File: src/logic/mxu_pkg.sv
`default_nettype none

package mxu_pkg;

    // ------------------------------------------------------------
    // Widths and counts
    // ------------------------------------------------------------
    localparam int xlen    = 64;
    localparam int iid_w   = 5;
    localparam int preg_w  = 6;
    localparam int ext_w   = 66;   // 64 bits plus two sign bits
    localparam int num_pp  = 33;   // ext_w / 2 Booth groups
    localparam int pp_w    = 132;
    localparam int prod_w  = 128;
    localparam int csa_lvl = 8;    // 3:2 layers from 33 rows down to 2

    localparam logic [6:0] opc_op   = 7'b0110011;
    localparam logic [6:0] opc_op32 = 7'b0111011;

    // ------------------------------------------------------------
    // Types
    // ------------------------------------------------------------
    typedef struct packed {
        logic              valid;
        logic [iid_w-1:0]  iid;
        logic [6:0]        opcode;
        logic [2:0]        funct3;
        logic [xlen-1:0]   src1;
        logic [xlen-1:0]   src2;
        logic [preg_w-1:0] pdst;
    } mul_req_t;

    typedef struct packed {
        logic op64;
        logic sign_x;
        logic sign_y;
    } mul_ctrl_t;

    typedef struct packed {
        logic              valid;
        logic [iid_w-1:0]  iid;
        logic [preg_w-1:0] pdst;
        logic              hi_sel;   // Upper half of the product
        logic              op64;
    } mul_tag_t;

    typedef struct packed {
        logic              valid;
        logic [preg_w-1:0] preg;
    } fwd_t;

    typedef struct packed {
        logic              complete;
        logic [iid_w-1:0]  iid;
        logic              wb_vld;
        logic [preg_w-1:0] wb_preg;
        logic [xlen-1:0]   wb_data;
    } mul_resp_t;

endpackage

`default_nettype wire
File: src/logic/mxu_writeback.sv
`timescale 1ns/1ns
`default_nettype none

module mxu_writeback (
    input  logic                     clk,
    input  logic                     rst_clk,
    input  mxu_pkg::mul_tag_t        tag3,
    input  logic [mxu_pkg::xlen-1:0] sum_lo,
    input  logic                     carry_lo,
    input  logic [mxu_pkg::xlen-1:0] row0_hi,
    input  logic [mxu_pkg::xlen-1:0] row1_hi,
    output logic [mxu_pkg::xlen-1:0] wb_data
);
    import mxu_pkg::*;

    logic [xlen-1:0] sum_hi;
    logic [xlen-1:0] half;
    logic [xlen-1:0] result;

    assign sum_hi = row0_hi + row1_hi + {{(xlen-1){1'b0}}, carry_lo};
    assign half   = tag3.hi_sel ? sum_hi : sum_lo;

    // MULW result is the low word, sign extended
    assign result = tag3.op64 ? half : {{32{half[31]}}, half[31:0]};

    always_ff @(posedge clk or negedge rst_clk) begin
        if (!rst_clk) begin
            wb_data <= '0;
        end else begin
            wb_data <= result;
        end
    end

endmodule

`default_nettype wire

File: config.mk
export PLATFORM = sky130hd
export DESIGN_NAME = mxu_writeback
export DESIGN_NICKNAME = d
export VERILOG_FILES = /design/src/logic/mxu_pkg.sv /design/src/logic/mxu_writeback.sv
export SDC_FILE = /design/constraint.sdc
export NUM_CORES = 1
export LEC_CHECK = 0
export ABC_AREA = 1
export BUFFER_PORTS_ARGS = -buffer_cell sky130_fd_sc_hd__buf_4
export CAP_MARGIN = 10
export CELL_PAD_IN_SITES_DETAIL_PLACEMENT = 1
export CELL_PAD_IN_SITES_GLOBAL_PLACEMENT = 1
export CORE_MARGIN = 8
export CORE_UTILIZATION = 30
export CTS_CLUSTER_DIAMETER = 50
export DETAILED_ROUTE_END_ITERATION = 8
export PLACE_DENSITY_LB_ADDON = 0.12
export SLEW_MARGIN = 10
export SYNTH_ARGS = -nofsm -noshare
export SYNTH_HDL_FRONTEND = slang
export SYNTH_SLANG_ARGS = --single-unit
export TNS_END_PERCENT = 30
File: constraint.sdc
create_clock -name clk -period 0.8 [get_ports clk]
set_input_delay 0.24 -clock clk [delete_from_list [all_inputs] [get_ports clk]]
set_output_delay 0.24 -clock clk [all_outputs]
set_load 0.1 [all_outputs]
==> results of run 1 <==
==> power groups by stage <==
stage | Combinational, mW | Clock [mW] | Sequential [mW]
floorplan | 3.85 | 0 | 7.09
global placement | 11.8 | 0 | 3.89
detailed placement | 11.9 | 0 | 3.91
CTS | 13.3 | 4.63 | 4.04
global route | 15.1 | 4.80 | 4.11
finish | 14.3 | 4.66 | 4.09
==> cells in the mapped netlist <==
cell type,number
a21boi_0,1
a21boi_4,1
a21oi_1,38
a21oi_2,3
buf_1,2
buf_12,3
clkbuf_1,14
clkinv_1,1
dfrtp_1,64
fa_1,2
ha_1,62
inv_1,325
inv_2,5
nand2_1,648
nand2_2,43
nand2_4,1
nand3_1,66
nand3_2,2
nand3_4,1
nand4_1,11
nor2_1,185
nor2_2,4
nor2_4,1
nor3_1,14
nor3_2,1
nor4_1,2
o21ai_0,42
o21bai_1,2
o31ai_1,1
or2_2,1
xnor2_1,27
xor2_1,2
==> worst max-delay path, cell delays in order <==
cell	delay, ps
buf_6	100
fa_2	420
buf_6	150
nand3_4	60
nand3_4	90
nand2_4	90
nand2_4	60
nand2_2	70
nand2_2	60
nand2_2	90
nand2_2	70
nand2_2	80
nand2_4	70
a21boi_4	200
nand2_4	150
buf_12	180
nand2_2	90
==> worst paths after layout <==
kind / start / end / slack, ps / cells after the start
max: carry_lo / wb_data[33] / -1220 / 17
min: sum_lo[18] / wb_data[18] / 90 / 3
max in group asynchronous: rst_clk / wb_data[54] / 50 / 3
min in group asynchronous: rst_clk / wb_data[14] / 280 / 2
==> cells by family (layout without fill, tap and decap cells) <==
logic type | Yosys count | in the layout | synth area share, %
simple gates | 980 | 980 | 46.9
buf+inv | 350 | 831 | 16.1
compound gates | 88 | 88 | 5.60
fa+ha+maj | 64 | 64 | 9.61
flops | 64 | 64 | 18.9
xor+xnor | 29 | 29 | 2.99
==> per-stage QoR <==
step	power (mW)	instance area (sq um)	hold WS, ps	TNS [ps]
global route	24.0	14800	105	-93760
floorplan	10.9	8540	-55.6	-79010
global placement	15.7	12600	88.0	-87950
finish	23.1	14800	93.7	-88430
detailed placement	15.8	12600	93.8	-91910
CTS	21.9	14000	84.5	-84710
==> repair_timing <==
action,4_1_cts,5_1_grt
setup endpoints to repair,127,128
cloned,0,2
hold endpoints to repair,60,0
buffers inserted,11,9
resized for setup,263,166
pin swaps,41,47
hold buffers,1,0
==> routing by layer <==
metal  vias up  GRT usage [%]  routed length (um)
met5         -              0                   0
met2       295           44.5               23200
met1      5595           37.9               23500
li1       5622              -                   -
met4         0           3.29                 544
met3        42           3.35                2120
==> area by class of cell <==
class / count / area, sq um / share of cell area, %
sequential: 64 / 1600 / 10.8
timing repair buffer: 485 / 4520 / 30.5
tap: 378 / 473 / 3.19
clock buffer: 12 / 256 / 1.73
inverter: 331 / 1250 / 8.40
multi-input combinational: 1161 / 6680 / 45.0
clock inverter: 3 / 65.1 / 0.438
==> results.py, run 1 <==
metrics = {
    "pwr": {
        "pwr-share-clk_pct": 20.2,
        "p_int_mw": 12.1,
        "p_seq_share_pct": 17.7,
        "swShare_pct": 47.7,
        "powerDensity_mw_per_mm2": 1550,
        "p_leak_nw": 8.50,
        "vdd_ir_drop_max_v": 0.000854,
        "comb_power_share_pct": 62.1,
        "p_switching_mw": 11.0,
    },
    "place": {
        "dp_hpwl_mm": 38.9,
        "gp_congestion": 0.925,
        "pre_cts_ws_ps": -1680,
        "numPortBuffers": 260,
        "numPlacedInstances": 2407,
    },
    "global_route": {
        "antenna_found_initial": 0,
        "grt_pass1_wl_mm": 70.7,
        "grt_pass1_vias": 12096,
        "grt_overflow": 0,
        "globalRouteTotalUtil_pct": 26.9,
        "grt_max_degree": 30,
    },
    "worst_setup_path": {
        "cp-start-kind": "primary input",
        "critPathRequiredTime_ps": 1080,
        "crit_fanout": 7,
        "cp.arrival_ps": 2290,
        "end_kind": "register",
        "path_class": "primary input to register",
    },
    "finish": {
        "largest_reg_flops": 64,
        "final_core_util_pct": 53.3,
        "top_register": "wb_data",
        "n_fill_cell": 3689,
        "instances_no_fill": 2434,
        "drive_gt1_share_pct": 37.3,
        "nets": 2325,
        "diodes": 0,
        "area_delta_synth_final_pct": 74.9,
        "layout_common_cells": "nand2_1, buf_4, inv_1, nor2_1, nand2_2",
        "mostFrequentLayoutCell": "nand2_1",
        "reg_top3": "wb_data (64)",
    },
    "cts": {
        "cts_max_level": 3,
        "numCtsBuffers": 9,
        "numClockSinks": 64,
        "cts_tree": "yes",
        "path_clk_slew_ps": 60,
        "clockBufferDepth": 2,
        "cts_root_buf": "clkbuf_16",
    },
    "synthesis": {
        "synth_area_leaders": "nand2_1, dfrtp_1, inv_1",
        "synth_seq_area_share_pct": 18.9,
        "synth_top_cell_by_area": "nand2_1",
        "ys_warn_count": 0,
        "synth.avg_cell_area_sq_um": 5.39,
        "yosysUniqueCellTypes": 32,
        "synth_top_cell_area_share_pct": 28.7,
        "syn_inst": 1575,
        "synth_fp_nets": 1848,
        "syn-cell-area_sq_mm": 0.00849,
        "ys_seq_elements": 64,
    },
    "die": {
        "die_h_um": 184,
        "dieArea_sq_mm": 0.0339,
        "fp.dieW_um": 184,
        "num_io_pins": 273,
        "core_sq_mm": 0.0279,
        "start_util_pct": 30.5,
        "rows": 61,
    },
    "routing": {
        "drtIter0Drc": 691,
        "final_antenna_net_count": 0,
        "drtPass1Iterations": 5,
        "remaining_drc_errors": 0,
        "routedWlPerCell_um": 20.3,
        "viasPerCell": 4.75,
        "vias": 11554,
        "drt-total-wl_mm": 49.4,
    },
    "sta": {
        "period_minus_slack_ps": 2020,
        "max_freq_mhz": 496,
        "rsz0062_at_grt": "true",
        "hold_viol": 0,
        "slew_viol_final": 0,
        "relSlewSlack_pct": 78.2,
        "worst_pin_slew_ps": 327,
        "setup_slack_ps": -1220,
        "setup_violations": 128,
        "period_share_pct": 252,
    },
    "worst_hold_path": {
        "hold_path_class": "primary input to register",
    },
    "job": {
        "drv_cap": 0,
    },
    "status": {
        "violations": "setup timing",
        "status": "complete, but fails checks",
    },
}
No activity file was read; power rests on OpenSTA's default activity.
==> run 2, diff against run 1 <==
--- a/config.mk
+++ b/config.mk
@@ -5,7 +5,6 @@
 export SDC_FILE = /design/constraint.sdc
 export NUM_CORES = 1
 export LEC_CHECK = 0
-export ABC_AREA = 1
 export BUFFER_PORTS_ARGS = -buffer_cell sky130_fd_sc_hd__buf_4
 export CAP_MARGIN = 10
 export CELL_PAD_IN_SITES_DETAIL_PLACEMENT = 1
@@ -14,7 +13,7 @@
 export CORE_UTILIZATION = 30
 export CTS_CLUSTER_DIAMETER = 50
 export DETAILED_ROUTE_END_ITERATION = 8
-export PLACE_DENSITY_LB_ADDON = 0.12
+export PLACE_DENSITY = 0.82
 export SLEW_MARGIN = 10
 export SYNTH_ARGS = -nofsm -noshare
 export SYNTH_HDL_FRONTEND = slang
==> run 2 against run 1 <==
  * The run still ends with setup timing left
  * Global-route usage rose by 1.5 points
  * Utilization rose by 7.9 points
  * Sequential share of layout area rose by 0.92 points
  * Combinational power rose by 9.8%
  * Cell count fell by 32%
  * Largest power group unchanged
==> results.py, run 2 <==
metrics = {
    "die": {
        "rows": 55,
        "fp.dieW_um": 166,
        "num_io_pins": 273,
        "dieArea_sq_mm": 0.0275,
        "core_sq_mm": 0.0224,
        "die_h_um": 166,
        "start_util_pct": 30.2,
    },
    "cts": {
        "clockBufferDepth": 2,
        "cts_max_level": 3,
        "numCtsBuffers": 9,
        "path_clk_slew_ps": 60,
        "numClockSinks": 64,
        "cts_tree": "yes",
        "cts_root_buf": "clkbuf_16",
    },
    "worst_setup_path": {
        "path_cells": "buf_6 -> fa_2 -> fa_2 -> a211oi_2 -> o21a_1 -> o32ai_4 -> a221o_2 -> o2bb2ai_4 -> a21o_4 -> a211oi_4 -> buf_4 -> o21ai_2 -> nand4b_1 -> o211ai_1",
        "cp-start-kind": "primary input",
        "cpMostUsedCell": "fa_2",
        "critPathRequiredTime_ps": 1010,
        "end_kind": "register",
        "path_delay_family": "compound AO/OA/AOI/OAI gates",
        "cp.arrival_ps": 3400,
        "startpoint": "carry_lo",
        "crit_fanout": 3,
        "slowest_delay_ps": 450,
        "path_class": "primary input to register",
        "slowest_stage": "a221o_2",
        "crit_buf_inv": 2,
    },
    "global_route": {
        "antenna_found_initial": 0,
        "grt_overflow": 0,
        "grt_pass1_vias": 10753,
        "globalRouteTotalUtil_pct": 28.4,
        "grt_max_degree": 36,
        "grt_pass1_wl_mm": 61.8,
    },
    "synthesis": {
        "synth.avg_cell_area_sq_um": 8.17,
        "synth_top_cell_area_share_pct": 23.7,
        "syn-cell-area_sq_mm": 0.00675,
        "synth_edf_count": 0,
        "async_reset_ff_share_pct": 100,
        "synthTopCellsByCount": "a21oi_1, nand2_1, dfrtp_1",
        "syn_inst": 826,
        "yosysUniqueCellTypes": 77,
        "synth_seq_area_share_pct": 23.7,
        "synth_fp_nets": 1099,
        "synth_area_leaders": "dfrtp_1, ha_1, a21oi_1",
        "ys_warn_count": 0,
        "synth.most_common_cell": "a21oi_1",
        "synth_top_cell_by_area": "dfrtp_1",
        "synth-main-ff-cell": "dfrtp_1",
        "ys_seq_elements": 64,
    },
    "finish": {
        "area_delta_synth_final_pct": 103,
        "nets": 1649,
        "final_core_util_pct": 61.2,
        "instances_no_fill": 1667,
        "largest_reg_flops": 64,
        "reg_top3": "wb_data (64)",
        "mostFrequentLayoutCell": "buf_4",
        "layout_common_cells": "buf_4, a21oi_1, nand2_1, dfrtp_1, nor2_1",
        "top_register": "wb_data",
        "drive_gt1_share_pct": 57.5,
    },
    "pwr": {
        "powerDensity_mw_per_mm2": 1750,
        "p_leak_nw": 6.39,
        "vdd_ir_drop_max_v": 0.00103,
    },
    "routing": {
        "final_antenna_net_count": 0,
        "vias": 9858,
        "drt-total-wl_mm": 47.3,
        "drtPass1Iterations": 5,
        "remaining_drc_errors": 0,
        "drtIter0Drc": 788,
        "routedWlPerCell_um": 28.4,
        "viasPerCell": 5.91,
    },
    "sta": {
        "worst_pin_slew_ps": 802,
        "setup_violations": 128,
        "tns_ps": -136510,
        "slew_viol_final": 0,
        "whs_ps": 94.8,
        "period_minus_slack_ps": 3190,
        "hold_viol": 0,
        "period_share_pct": 399,
        "max_freq_mhz": 313,
        "setup_slack_ps": -2390,
        "rsz0062_at_grt": "true",
        "relSlewSlack_pct": 46.0,
    },
    "worst_hold_path": {
        "hold_path_class": "primary input to register",
        "hold_start": "sum_lo[8]",
    },
    "status": {
        "status": "complete, but fails checks",
        "violations": "setup timing",
    },
    "job": {
        "drv_cap": 0,
    },
    "place": {
        "numPlacedInstances": 1608,
        "gp_congestion": 0.902,
        "dp_hpwl_mm": 29.6,
        "numPortBuffers": 260,
    },
}
[run 2: layout make-up]
class                           instances  area (sq um)
Antenna cell                            1          2.50
Clock buffer                           10           239
Clock inverter                          6          45.0
Fill cell                            2448          8680
Inverter                               23          86.3
Multi-Input combinational cell        692          5990
Sequential cell                        64          1610
Tap cell                              285           357
Timing Repair Buffer                  586          5370
[run 2: power breakdown]
| part | switching, mW | internal [mW] |
|---|---|---|
| registers | 0.502 | 3.75 |
| logic | 9.21 | 6.49 |
| clock network | 1.78 | 2.19 |
| total | 11.5 | 12.4 |
[run 2: kinds of logic after synthesis]
family	Yosys count	share of synthesized area (%)
compound gates	296	29.4
xor+xnor	51	6.62
mux	43	7.16
fa+ha+maj	64	12.1
simple gates	238	16.9
buf+inv	70	4.12
flops	64	23.7
[run 2: path summary, 6_finish.rpt]
check	to	slack [ps]	cells past startpoint
max in group asynchronous	wb_data[17]	10	3
worst max-delay path	wb_data[52]	-2390	14
min in group asynchronous	wb_data[59]	350	2
worst min-delay path	wb_data[8]	90	2
[run 2: what timing repair did]
item                                    4_1_cts  5_1_grt
gates cloned                                  2        0
hold endpoints to repair                      9        0
endpoints found under the setup margin      128      128
buffers inserted                             13       30
hold buffers                                  1        0
pin swaps                                    36       56
resized for setup                           239      144
[run 2: stage by stage]
| step | worst slack [ps] | cell area (sq um) | total power, mW |
|---|---|---|---|
| finish | -2390 | 13700 | 23.9 |
| global route | -2440 | 13700 | 24.5 |
| CTS | -2190 | 12800 | 22.0 |
| detailed placement | -2570 | 11300 | 16.4 |
| global placement | -2450 | 11300 | 16.0 |
| floorplan | -2260 | 7010 | 11.4 |
[run 2: per-layer routing]
| metal | routed length, um | vias to the layer above | GRT usage [%] | part of all wire [%] |
|---|---|---|---|---|
| li1 | - | 4154 | - | - |
| met5 | 0 | - | 0 | 0 |
| met4 | 3340 | 0 | 16.6 | 7.1 |
| met3 | 3770 | 255 | 7.25 | 8.0 |
| met2 | 22700 | 691 | 49.6 | 48 |
| met1 | 17400 | 4758 | 30.8 | 37 |
