===== config.mk =====
export PLATFORM = sky130hd
export DESIGN_NAME = mxu_tag_pipe
export DESIGN_NICKNAME = d
export VERILOG_FILES = /design/src/logic/mxu_pkg.sv /design/src/logic/mxu_tag_pipe.sv
export SDC_FILE = /design/constraint.sdc
export NUM_CORES = 1
export LEC_CHECK = 0
export BUFFER_PORTS_ARGS = -buffer_cell sky130_fd_sc_hd__buf_2
export CORE_MARGIN = 5
export CORE_UTILIZATION = 35
export CTS_BUF_LIST = sky130_fd_sc_hd__clkbuf_4 sky130_fd_sc_hd__clkbuf_8
export DETAILED_ROUTE_END_ITERATION = 12
export PLACE_DENSITY = 0.87
export SETUP_SLACK_MARGIN = 0.02
export SLEW_MARGIN = 20
export SYNTH_ARGS = -nofsm -noshare
export SYNTH_HDL_FRONTEND = slang
export SYNTH_SLANG_ARGS = --single-unit
export TNS_END_PERCENT = 20

===== constraint.sdc =====
create_clock -name clk -period 1.8 [get_ports clk]
set_input_delay 0.36 -clock clk [delete_from_list [all_inputs] [get_ports clk]]
set_output_delay 0.36 -clock clk [all_outputs]
set_load 0.02 [all_outputs]

===== src/logic/mxu_pkg.sv =====
`default_nettype none

package mxu_pkg;

    // ------------------------------------------------------------
    // Widths and counts
    // ------------------------------------------------------------
    localparam int xlen    = 64;
    localparam int iid_w   = 5;
    localparam int preg_w  = 6;
    localparam int ext_w   = 66;   // 64 bits plus two sign bits
    localparam int num_pp  = 33;   // ext_w / 2 Booth groups
    localparam int pp_w    = 132;
    localparam int prod_w  = 128;
    localparam int csa_lvl = 8;    // 3:2 layers from 33 rows down to 2

    localparam logic [6:0] opc_op   = 7'b0110011;
    localparam logic [6:0] opc_op32 = 7'b0111011;

    // ------------------------------------------------------------
    // Types
    // ------------------------------------------------------------
    typedef struct packed {
        logic              valid;
        logic [iid_w-1:0]  iid;
        logic [6:0]        opcode;
        logic [2:0]        funct3;
        logic [xlen-1:0]   src1;
        logic [xlen-1:0]   src2;
        logic [preg_w-1:0] pdst;
    } mul_req_t;

    typedef struct packed {
        logic op64;
        logic sign_x;
        logic sign_y;
    } mul_ctrl_t;

    typedef struct packed {
        logic              valid;
        logic [iid_w-1:0]  iid;
        logic [preg_w-1:0] pdst;
        logic              hi_sel;   // Upper half of the product
        logic              op64;
    } mul_tag_t;

    typedef struct packed {
        logic              valid;
        logic [preg_w-1:0] preg;
    } fwd_t;

    typedef struct packed {
        logic              complete;
        logic [iid_w-1:0]  iid;
        logic              wb_vld;
        logic [preg_w-1:0] wb_preg;
        logic [xlen-1:0]   wb_data;
    } mul_resp_t;

endpackage

`default_nettype wire

===== src/logic/mxu_tag_pipe.sv =====
`timescale 1ns/1ns
`default_nettype none

module mxu_tag_pipe (
    input  logic               clk,
    input  logic               rst_clk,
    input  logic               flush,
    input  mxu_pkg::mul_req_t  req,
    output mxu_pkg::mul_ctrl_t ctrl,
    output mxu_pkg::mul_tag_t  tag3,
    output mxu_pkg::mul_tag_t  tag4,
    output mxu_pkg::fwd_t      fwd1,
    output mxu_pkg::fwd_t      fwd2
);
    import mxu_pkg::*;

    logic     accept;
    mul_tag_t tag_in;
    mul_tag_t tag_q [5];   // Stages 0 to 4

    // Divide and remainder share the issue port but are not ours
    assign accept = req.valid & ~req.funct3[2] & ~flush;

    always_comb begin
        ctrl.op64   = (req.opcode == opc_op);
        ctrl.sign_x = (req.funct3[1:0] != 2'b11);   // MULHU only
        ctrl.sign_y = ~req.funct3[1];
    end

    always_comb begin
        tag_in.valid  = accept;
        tag_in.iid    = req.iid;
        tag_in.pdst   = req.pdst;
        tag_in.hi_sel = (req.funct3[1:0] != 2'b00);
        tag_in.op64   = ctrl.op64;
    end

    // ------------------------------------------------------------
    // Tag shift register
    // ------------------------------------------------------------
    always_ff @(posedge clk or negedge rst_clk) begin
        if (!rst_clk) begin
            for (int i = 0; i < 5; i++) begin
                tag_q[i] <= '0;
            end
        end else begin
            tag_q[0] <= tag_in;
            for (int i = 1; i < 5; i++) begin
                tag_q[i] <= tag_q[i-1];
            end
            if (flush) begin
                for (int i = 0; i < 5; i++) begin
                    tag_q[i].valid <= 1'b0;   // Kill everything in flight
                end
            end
        end
    end

    always_comb begin
        fwd1.valid = tag_q[1].valid & (tag_q[1].pdst != '0);
        fwd1.preg  = tag_q[1].pdst;
        fwd2.valid = tag_q[2].valid & (tag_q[2].pdst != '0);
        fwd2.preg  = tag_q[2].pdst;
    end

    assign tag3 = tag_q[3];
    assign tag4 = tag_q[4];

endmodule

`default_nettype wire


==> results of run 1 <==
==> Yosys cell counts <==
master and count:
nor2b_1 4, nor3b_1 1, nor3_1 1, o31a_1 2
inv_1 1, buf_4 41, dfrtp_1 70, or4_1 2
nand4bb_1 1, or2_2 1, nand2_1 2
==> what timing repair did <==
| action | in CTS | in global routing |
|---|---|---|
| setup buffers | 3 | 0 |
| resized for setup | 5 | 0 |
| hold buffers | 1 | 0 |
| hold endpoints to repair | 27 | 0 |
| setup endpoints to repair | 2 | 2 |
==> layer usage <==
layer	wire (µm)	up-vias	global-route usage, %
met5	0	-	0
met4	39	0	5.36
met3	466	4	7.26
met2	1480	54	12.4
met1	1440	468	11.6
li1	-	445	-
==> registers in the layout, indices dropped and copies added (netlist names) <==
register,count
fwd1,6
tag3,14
fwd2,6
tag_q,30
tag4,14
==> how the worst max path moves through the flow <==
stage	from	endpoint	slack, ns	cells after the start
finish	fwd2[1]	fwd2[6]	-0.19	3
global route	fwd2[1]	fwd2[6]	-0.27	3
CTS	fwd1[3]	fwd1[6]	-0.22	3
detailed placement	fwd2[1]	fwd2[6]	0.12	3
global placement	fwd2[1]	fwd2[6]	0.13	3
floorplan	fwd1[3]	fwd1[6]	0.26	2
==> cell type report <==
cell class	count	area, µm²	area share [%]
multi-input combinational	14	98.8	3.87
clock buffer	16	195	7.64
timing repair buffer	74	413	16.2
sequential	70	1750	68.5
tap	75	93.8	3.67
inverter	1	3.75	0.147
==> cell families after synthesis <==
logic type,count (synthesis)
flip-flops,70
AO/OA/AOI/OAI,2
AND/OR/NAND/NOR,12
buffers and inverters,42
==> power groups by stage <==
| stage | combinational (mW) | sequential, mW | clock, mW |
|---|---|---|---|
| 2_1_floorplan | 0.129 | 1.69 | 0 |
| 3_3_place_gp | 0.180 | 1.70 | 0 |
| 3_5_place_dp | 0.183 | 1.70 | 0 |
| 4_1_cts | 0.193 | 1.67 | 1.23 |
| 5_1_grt | 0.205 | 1.68 | 1.30 |
| 6_report | 0.187 | 1.67 | 1.18 |
==> metrics by stage <==
stage	power (mW)	worst slack [ns]
2_1_floorplan	1.82	0.256
3_3_place_gp	1.88	0.126
3_5_place_dp	1.88	0.118
4_1_cts	3.10	-0.218
5_1_grt	3.19	-0.266
6_report	3.04	-0.188
==> metrics.md, run 1 <==
| Metric | Value |
|---|---|
| Final hold vios | 0 |
| WS Path Type | reg -> out |
| RR Startpoint | fwd1[3] |
| IO Port Bufs | 69 |
| Clock power frac | 38.8% |
| First-pass GRT wire length | 5.24 mm |
| Hold Startpoint | req[145] |
| Multiplexer share of the synthesized area | 0% |
| Worst hold stages | 1 |
| Initial core utilization | 36.2% |
| All-Layer GR Usage | 9.67% |
| Top Ports | 198 |
| Drc violations | 0 |
| Syn_nets | 279 |
| Combinational fraction of design power | 6.2% |
| CTS H-Tree Depth | 3 |
| Reported net switching power | 649 µW |
| Routed Wire Length | 3.43 mm |
| Register area share after synthesis | 81.2% |
| Commonest non-fill, non-tap cell in the layout | dfrtp_1 |
| R2R Setup Slk | 1.16 ns |
| Worst-skew pair later-pin latency | 0.32 ns |
| Synthesized area | 0.00216 mm² |
| CP Data Required Time | 1.44 ns |
| Share of layout cells above drive strength 1 | 52.0% |
| Cell taking the most area after synthesis | dfrtp_1 |
| Layout Cells excl Fill | 250 |
| Synth Area in Adders | 0% |
| Worst Hold End | tag_q[65] |
| Worst-margin pin slew | 0.357 ns |
| Commonest cells after routing, fill and taps aside | dfrtp_1 (70), buf_2 (66), clkbuf_8 (12) |
| Filler cell count | 551 |
| Slew Limit Fails | 0 |
| Critical Path Source Type | register |
| Area growth from synthesis to layout | 18.4% |
| Synth Register Bits | 70 |
| Synth Area in Compound Gates | 0.812% |
| Top delay family on crit path | simple AND/OR/NAND/NOR gates |
| Worst reg2reg endpoint | fwd2[3] |
| Dominant cells by area after synthesis | dfrtp_1 (81%), buf_4 (14%), nor2b_1 (1.2%) |
| Max Fclk | 503 MHz |
| Worst min-delay path class | in -> reg |
| Final setup margin | -0.188 ns |
| Worst-path cell chain | or4_4, o31a_1, buf_6 |
| Post-Syn Instances | 126 |
| Die height | 88.5 µm |
| Min Tclk post-route | 1.99 ns |
| Synth warn | 0 |
| Post-Synth Simple-Gate Area | 3.59% |
| Status | complete, but fails checks |
| ANT cells | 0 |
| Core Util, Final | 42.9% |
| Fin crit share | 110% |
| Post-route ant nets | 0 |
| Internal power | 2.39 mW |
| Relative slew slack | 76.2% |
| Total CTS buffers | 9 |
| Synth Area in XOR/XNOR | 0% |
| Buf+Inv Stages, Crit Path | 1 |
| Inst Count DP | 230 |
| DR vias | 971 |
| Per-cell routed wire length | 13.7 µm |
| Largest net degree at the start of global routing | 44 |
| Failing checks | negative setup slack |
| Die width | 88.5 µm |
| Skew final | 0.00347 ns |
| Initial antenna violation count | 0 |
| Average size of a mapped cell | 17.1 µm² |
| Site row count | 28 |
| Root Driver | clkbuf_8 |
| Placed Area | 0.00231 mm² |
| Fin nets | 323 |
| Crit path largest cell delay | 0.54 ns |
| CP max stage cell | or4_4 |
| Vias in the first global route | 1037 |
| Setup_tns | -0.370 ns |
| Sink Count | 70 |
| Final Wtd Congestion | 0.640 |
| CTS tree | yes |
| Sequential Power Share | 55.0% |
| DIE AREA | 0.00784 mm² |
| Max Buffers Root-to-Sink | 2 |
| Leak | 1.28 nW |
| First drt pass iteration count | 4 |
| Top cell type's share of synthesized area | 81.2% |
| Final setup viols | 2 |
| GR Overflow Total | 0 |
| Synth cell types | 11 |
| Sw frac | 21.4% |
| Clock transition at path regs | 0.06 ns |
| P per Cell Area | 1190 mW/mm² |
| Crit end category | output pin |
| RSZ-0062 raised after global routing | true |
| Final HPWL DP | 2.44 mm |
| Core Box Area | 0.00596 mm² |
| Max rail drop VDD | 420 µV |
| Worst r2r path cells | 1 |
| Via density | 3.88 |
| Hold Slack | 0.138 ns |
| Critical path peak fanout | 2 |
| Finished Cell Area | 0.00256 mm² |
| Crit path DAT | 1.63 ns |
| Largest family of logic cells by synthesized area | buffers and inverters |
| Initial DRC Count | 34 |
| Maxcap violations | 0 |
Note: power is estimated with default switching activity, not from simulation.
==> run 2, diff against run 1 <==
--- a/config.mk
+++ b/config.mk
@@ -5,12 +5,13 @@
 export SDC_FILE = /design/constraint.sdc
 export NUM_CORES = 1
 export LEC_CHECK = 0
+export ABC_AREA = 1
 export BUFFER_PORTS_ARGS = -buffer_cell sky130_fd_sc_hd__buf_2
 export CORE_MARGIN = 5
 export CORE_UTILIZATION = 35
 export CTS_BUF_LIST = sky130_fd_sc_hd__clkbuf_4 sky130_fd_sc_hd__clkbuf_8
 export DETAILED_ROUTE_END_ITERATION = 12
-export PLACE_DENSITY = 0.87
+export PLACE_DENSITY = 0.76
 export SETUP_SLACK_MARGIN = 0.02
 export SLEW_MARGIN = 20
 export SYNTH_ARGS = -nofsm -noshare
==> run 2 against run 1 <==
Sequential cell count unchanged. The run now ends clean. Clock power is 14% higher. Critical endpoint unchanged. Final cell count grew 4.0%. Power is 5.3% higher. Clock skew rose by 0.0010 ns. Largest power group unchanged. Highest routed layer unchanged. Critical path depth increased by 2. Setup slack better by 0.43 ns. Sequential power hardly changed. Via count up 3.1%. Global-route usage is 0.40 points lower. Synthesized cell count grew 10%. Maximum frequency rose by 27%.
==> metrics.md, run 2 <==
| Metric | Value |
|---|---|
| Worst min-delay path class | in -> reg |
| Synth warn | 0 |
| Final Wtd Congestion | 0.628 |
| Post-Syn Instances | 139 |
| Filler cell count | 543 |
| Vias in the first global route | 1124 |
| Top cell type's share of synthesized area | 80.2% |
| Main synth FF type | dfrtp_1 |
| Top cells by count, synth | dfrtp_1 (70), buf_4 (41), nor2_1 (12) |
| Inst Count DP | 243 |
| Max Buffers Root-to-Sink | 2 |
| Commonest non-fill, non-tap cell in the layout | dfrtp_1 |
| Skew final | 0.00446 ns |
| All-Layer GR Usage | 9.27% |
| Final HPWL DP | 2.33 mm |
| Setup_tns | 0 ns |
| Drc violations | 0 |
| Top delay family on crit path | flip-flops |
| Worst-margin pin slew | 0.381 ns |
| CP Data Required Time | 1.44 ns |
| Core Util, Final | 42.9% |
| Initial DRC Count | 53 |
| CP max stage cell | dfrtp_1 |
| Register area share after synthesis | 80.2% |
| Most frequent cell after synthesis | dfrtp_1 |
| DR vias | 1001 |
| Top Ports | 198 |
| CTS tree | yes |
| Buf+Inv Stages, Crit Path | 2 |
| Initial antenna violation count | 0 |
| Final setup viols | 0 |
| GR Overflow Total | 0 |
| Area growth from synthesis to layout | 17.7% |
| Commonest cells after routing, fill and taps aside | dfrtp_1 (70), buf_2 (68), nor2_1 (12), clkbuf_8 (10), inv_1 (7) |
| ANT cells | 0 |
| IO Port Bufs | 69 |
| Max FFs per register | 30 |
| Critical path peak fanout | 3 |
| Fin nets | 333 |
| Post_cts resized | 0 |
| Leak | 1.30 nW |
| Placed Area | 0.00234 mm² |
| Slew Limit Fails | 0 |
| Finished Cell Area | 0.00257 mm² |
| Crit end category | output pin |
| Root Driver | clkbuf_8 |
| Die height | 89.0 µm |
| Reg area | 0.00175 mm² |
| Core Box Area | 0.00599 mm² |
| Worst-skew pair later-pin latency | 0.33 ns |
| Worst-path cell chain | nor2_1, nand3_1, nand2_1, inv_1, buf_2 |
| Layout Cells excl Fill | 260 |
| Via density | 3.85 |
| Max rail drop VDD | 554 µV |
| Critical Path Source Type | register |
| Per-cell routed wire length | 12.2 µm |
| Largest net degree at the start of global routing | 41 |
| Average size of a mapped cell | 15.7 µm² |
| EDFF count, synth | 0 |
| Crit path DAT | 1.20 ns |
| Sink Count | 70 |
| Die width | 89.0 µm |
| Syn_nets | 292 |
| Max Fclk | 640 MHz |
| Fin crit share | 86.8% |
| P per Cell Area | 1240 mW/mm² |
| Relative slew slack | 74.6% |
| Synthesized area | 0.00218 mm² |
| DIE AREA | 0.00792 mm² |
| Crit path largest cell delay | 0.41 ns |
| Status | finished, final reports clean |
| Post-route ant nets | 0 |
| Initial core utilization | 36.4% |
| Min Tclk post-route | 1.56 ns |
| Clock transition at path regs | 0.07 ns |
| Cell taking the most area after synthesis | dfrtp_1 |
| RSZ-0062 raised after global routing | false |
| Largest Register | tag_q |
| Final hold vios | 0 |
| Share of layout cells above drive strength 1 | 47.0% |
| First drt pass iteration count | 4 |
| CTS H-Tree Depth | 3 |
| Maxcap violations | 0 |
| Multi-input gate area | 97.6 µm² |
| Synth Register Bits | 70 |
| # Post-CTS Setup Buffers | 0 |
| Synth cell types | 9 |
| Routed Wire Length | 3.18 mm |
| Dominant cells by area after synthesis | dfrtp_1 (80%), buf_4 (14%), nor2_1 (2.1%) |
| Asr flop ratio synth | 100% |
| First-pass GRT wire length | 5.28 mm |
| Site row count | 28 |
| Total CTS buffers | 9 |
| Hold Slack | 0.132 ns |
| WS Path Type | reg -> out |
run 2: cell types whose count changed after synthesis, moves of 2 or more:
cell	before	now
nor2_1	0	12
inv_1	1	7
nor2b_1	4	0
nand3_1	0	3
o31a_1	2	0
or4_1	2	0
run 2: repair_timing:
| item | in CTS | in global routing |
|---|---|---|
| hold buffers | 1 | 0 |
| endpoints found under the hold margin | 30 | 0 |
| endpoints found under the setup margin | 0 | 0 |
run 2: area by class of cell:
cell class	instances	share of cell area, %
clock buffers	10	5.36
clock inverters	6	3.31
inverters	7	1.02
multi-input cells	21	3.80
flip-flops and latches	70	68.2
well taps	75	3.65
repair buffers	71	14.7
run 2: power by group:
group	switching [mW]	internal (mW)	total, mW
Clock	0.534	0.812	1.35
Sequential	0.0281	1.64	1.67
Combinational	0.119	0.0605	0.180
Total	0.682	2.52	3.20
run 2: cell families after synthesis:
| kind of cell | Yosys count | share of synthesized area, % |
|---|---|---|
| DFF | 70 | 80.2 |
| buffers and inverters | 48 | 15.3 |
| and+or+nand+nor | 21 | 4.47 |
run 2: path summary, 6_finish.rpt:
| path | end | startpoint | cells after the start | slack [ns] |
|---|---|---|---|---|
| worst min-delay path | tag_q[66] | req[146] | 1 | 0.13 |
| min in group asynchronous | tag4[13] | rst_clk | 2 | 0.49 |
| worst max register to register | tag3[13] | tag_q[41] | 2 | 1.23 |
| worst max-delay path | fwd2[6] | fwd2[5] | 5 | 0.24 |
| max in group asynchronous | tag_q[54] | rst_clk | 3 | 0.78 |
| worst min register to register | tag_q[40] | tag_q[54] | 0 | 0.35 |
run 2: through the flow:
step | worst slack [ns] | power [mW]
after detailed placement | 0.534 | 1.89
after CTS | 0.192 | 3.26
after global placement | 0.542 | 1.88
final | 0.238 | 3.20
after global routing | 0.115 | 3.35
after floorplan | 0.682 | 1.83
run 2: worst register-to-register path, delay by kind of cell (launching register included):
kind                   cells  cell delay, ns
DFF                        1            0.38
and+or+nand+nor            1            0.04
buffers and inverters      1            0.05
run 2: layer usage:
metal  track usage, %  up-vias  part of all wire [%]  wire length [µm]
met3             5.53        5                    14               437
met5                0        -                     0                 0
met2             12.6       56                    44              1410
met4             6.09        0                   1.9                61
li1                 -      463                     -                 -
met1             11.1      477                    40              1270
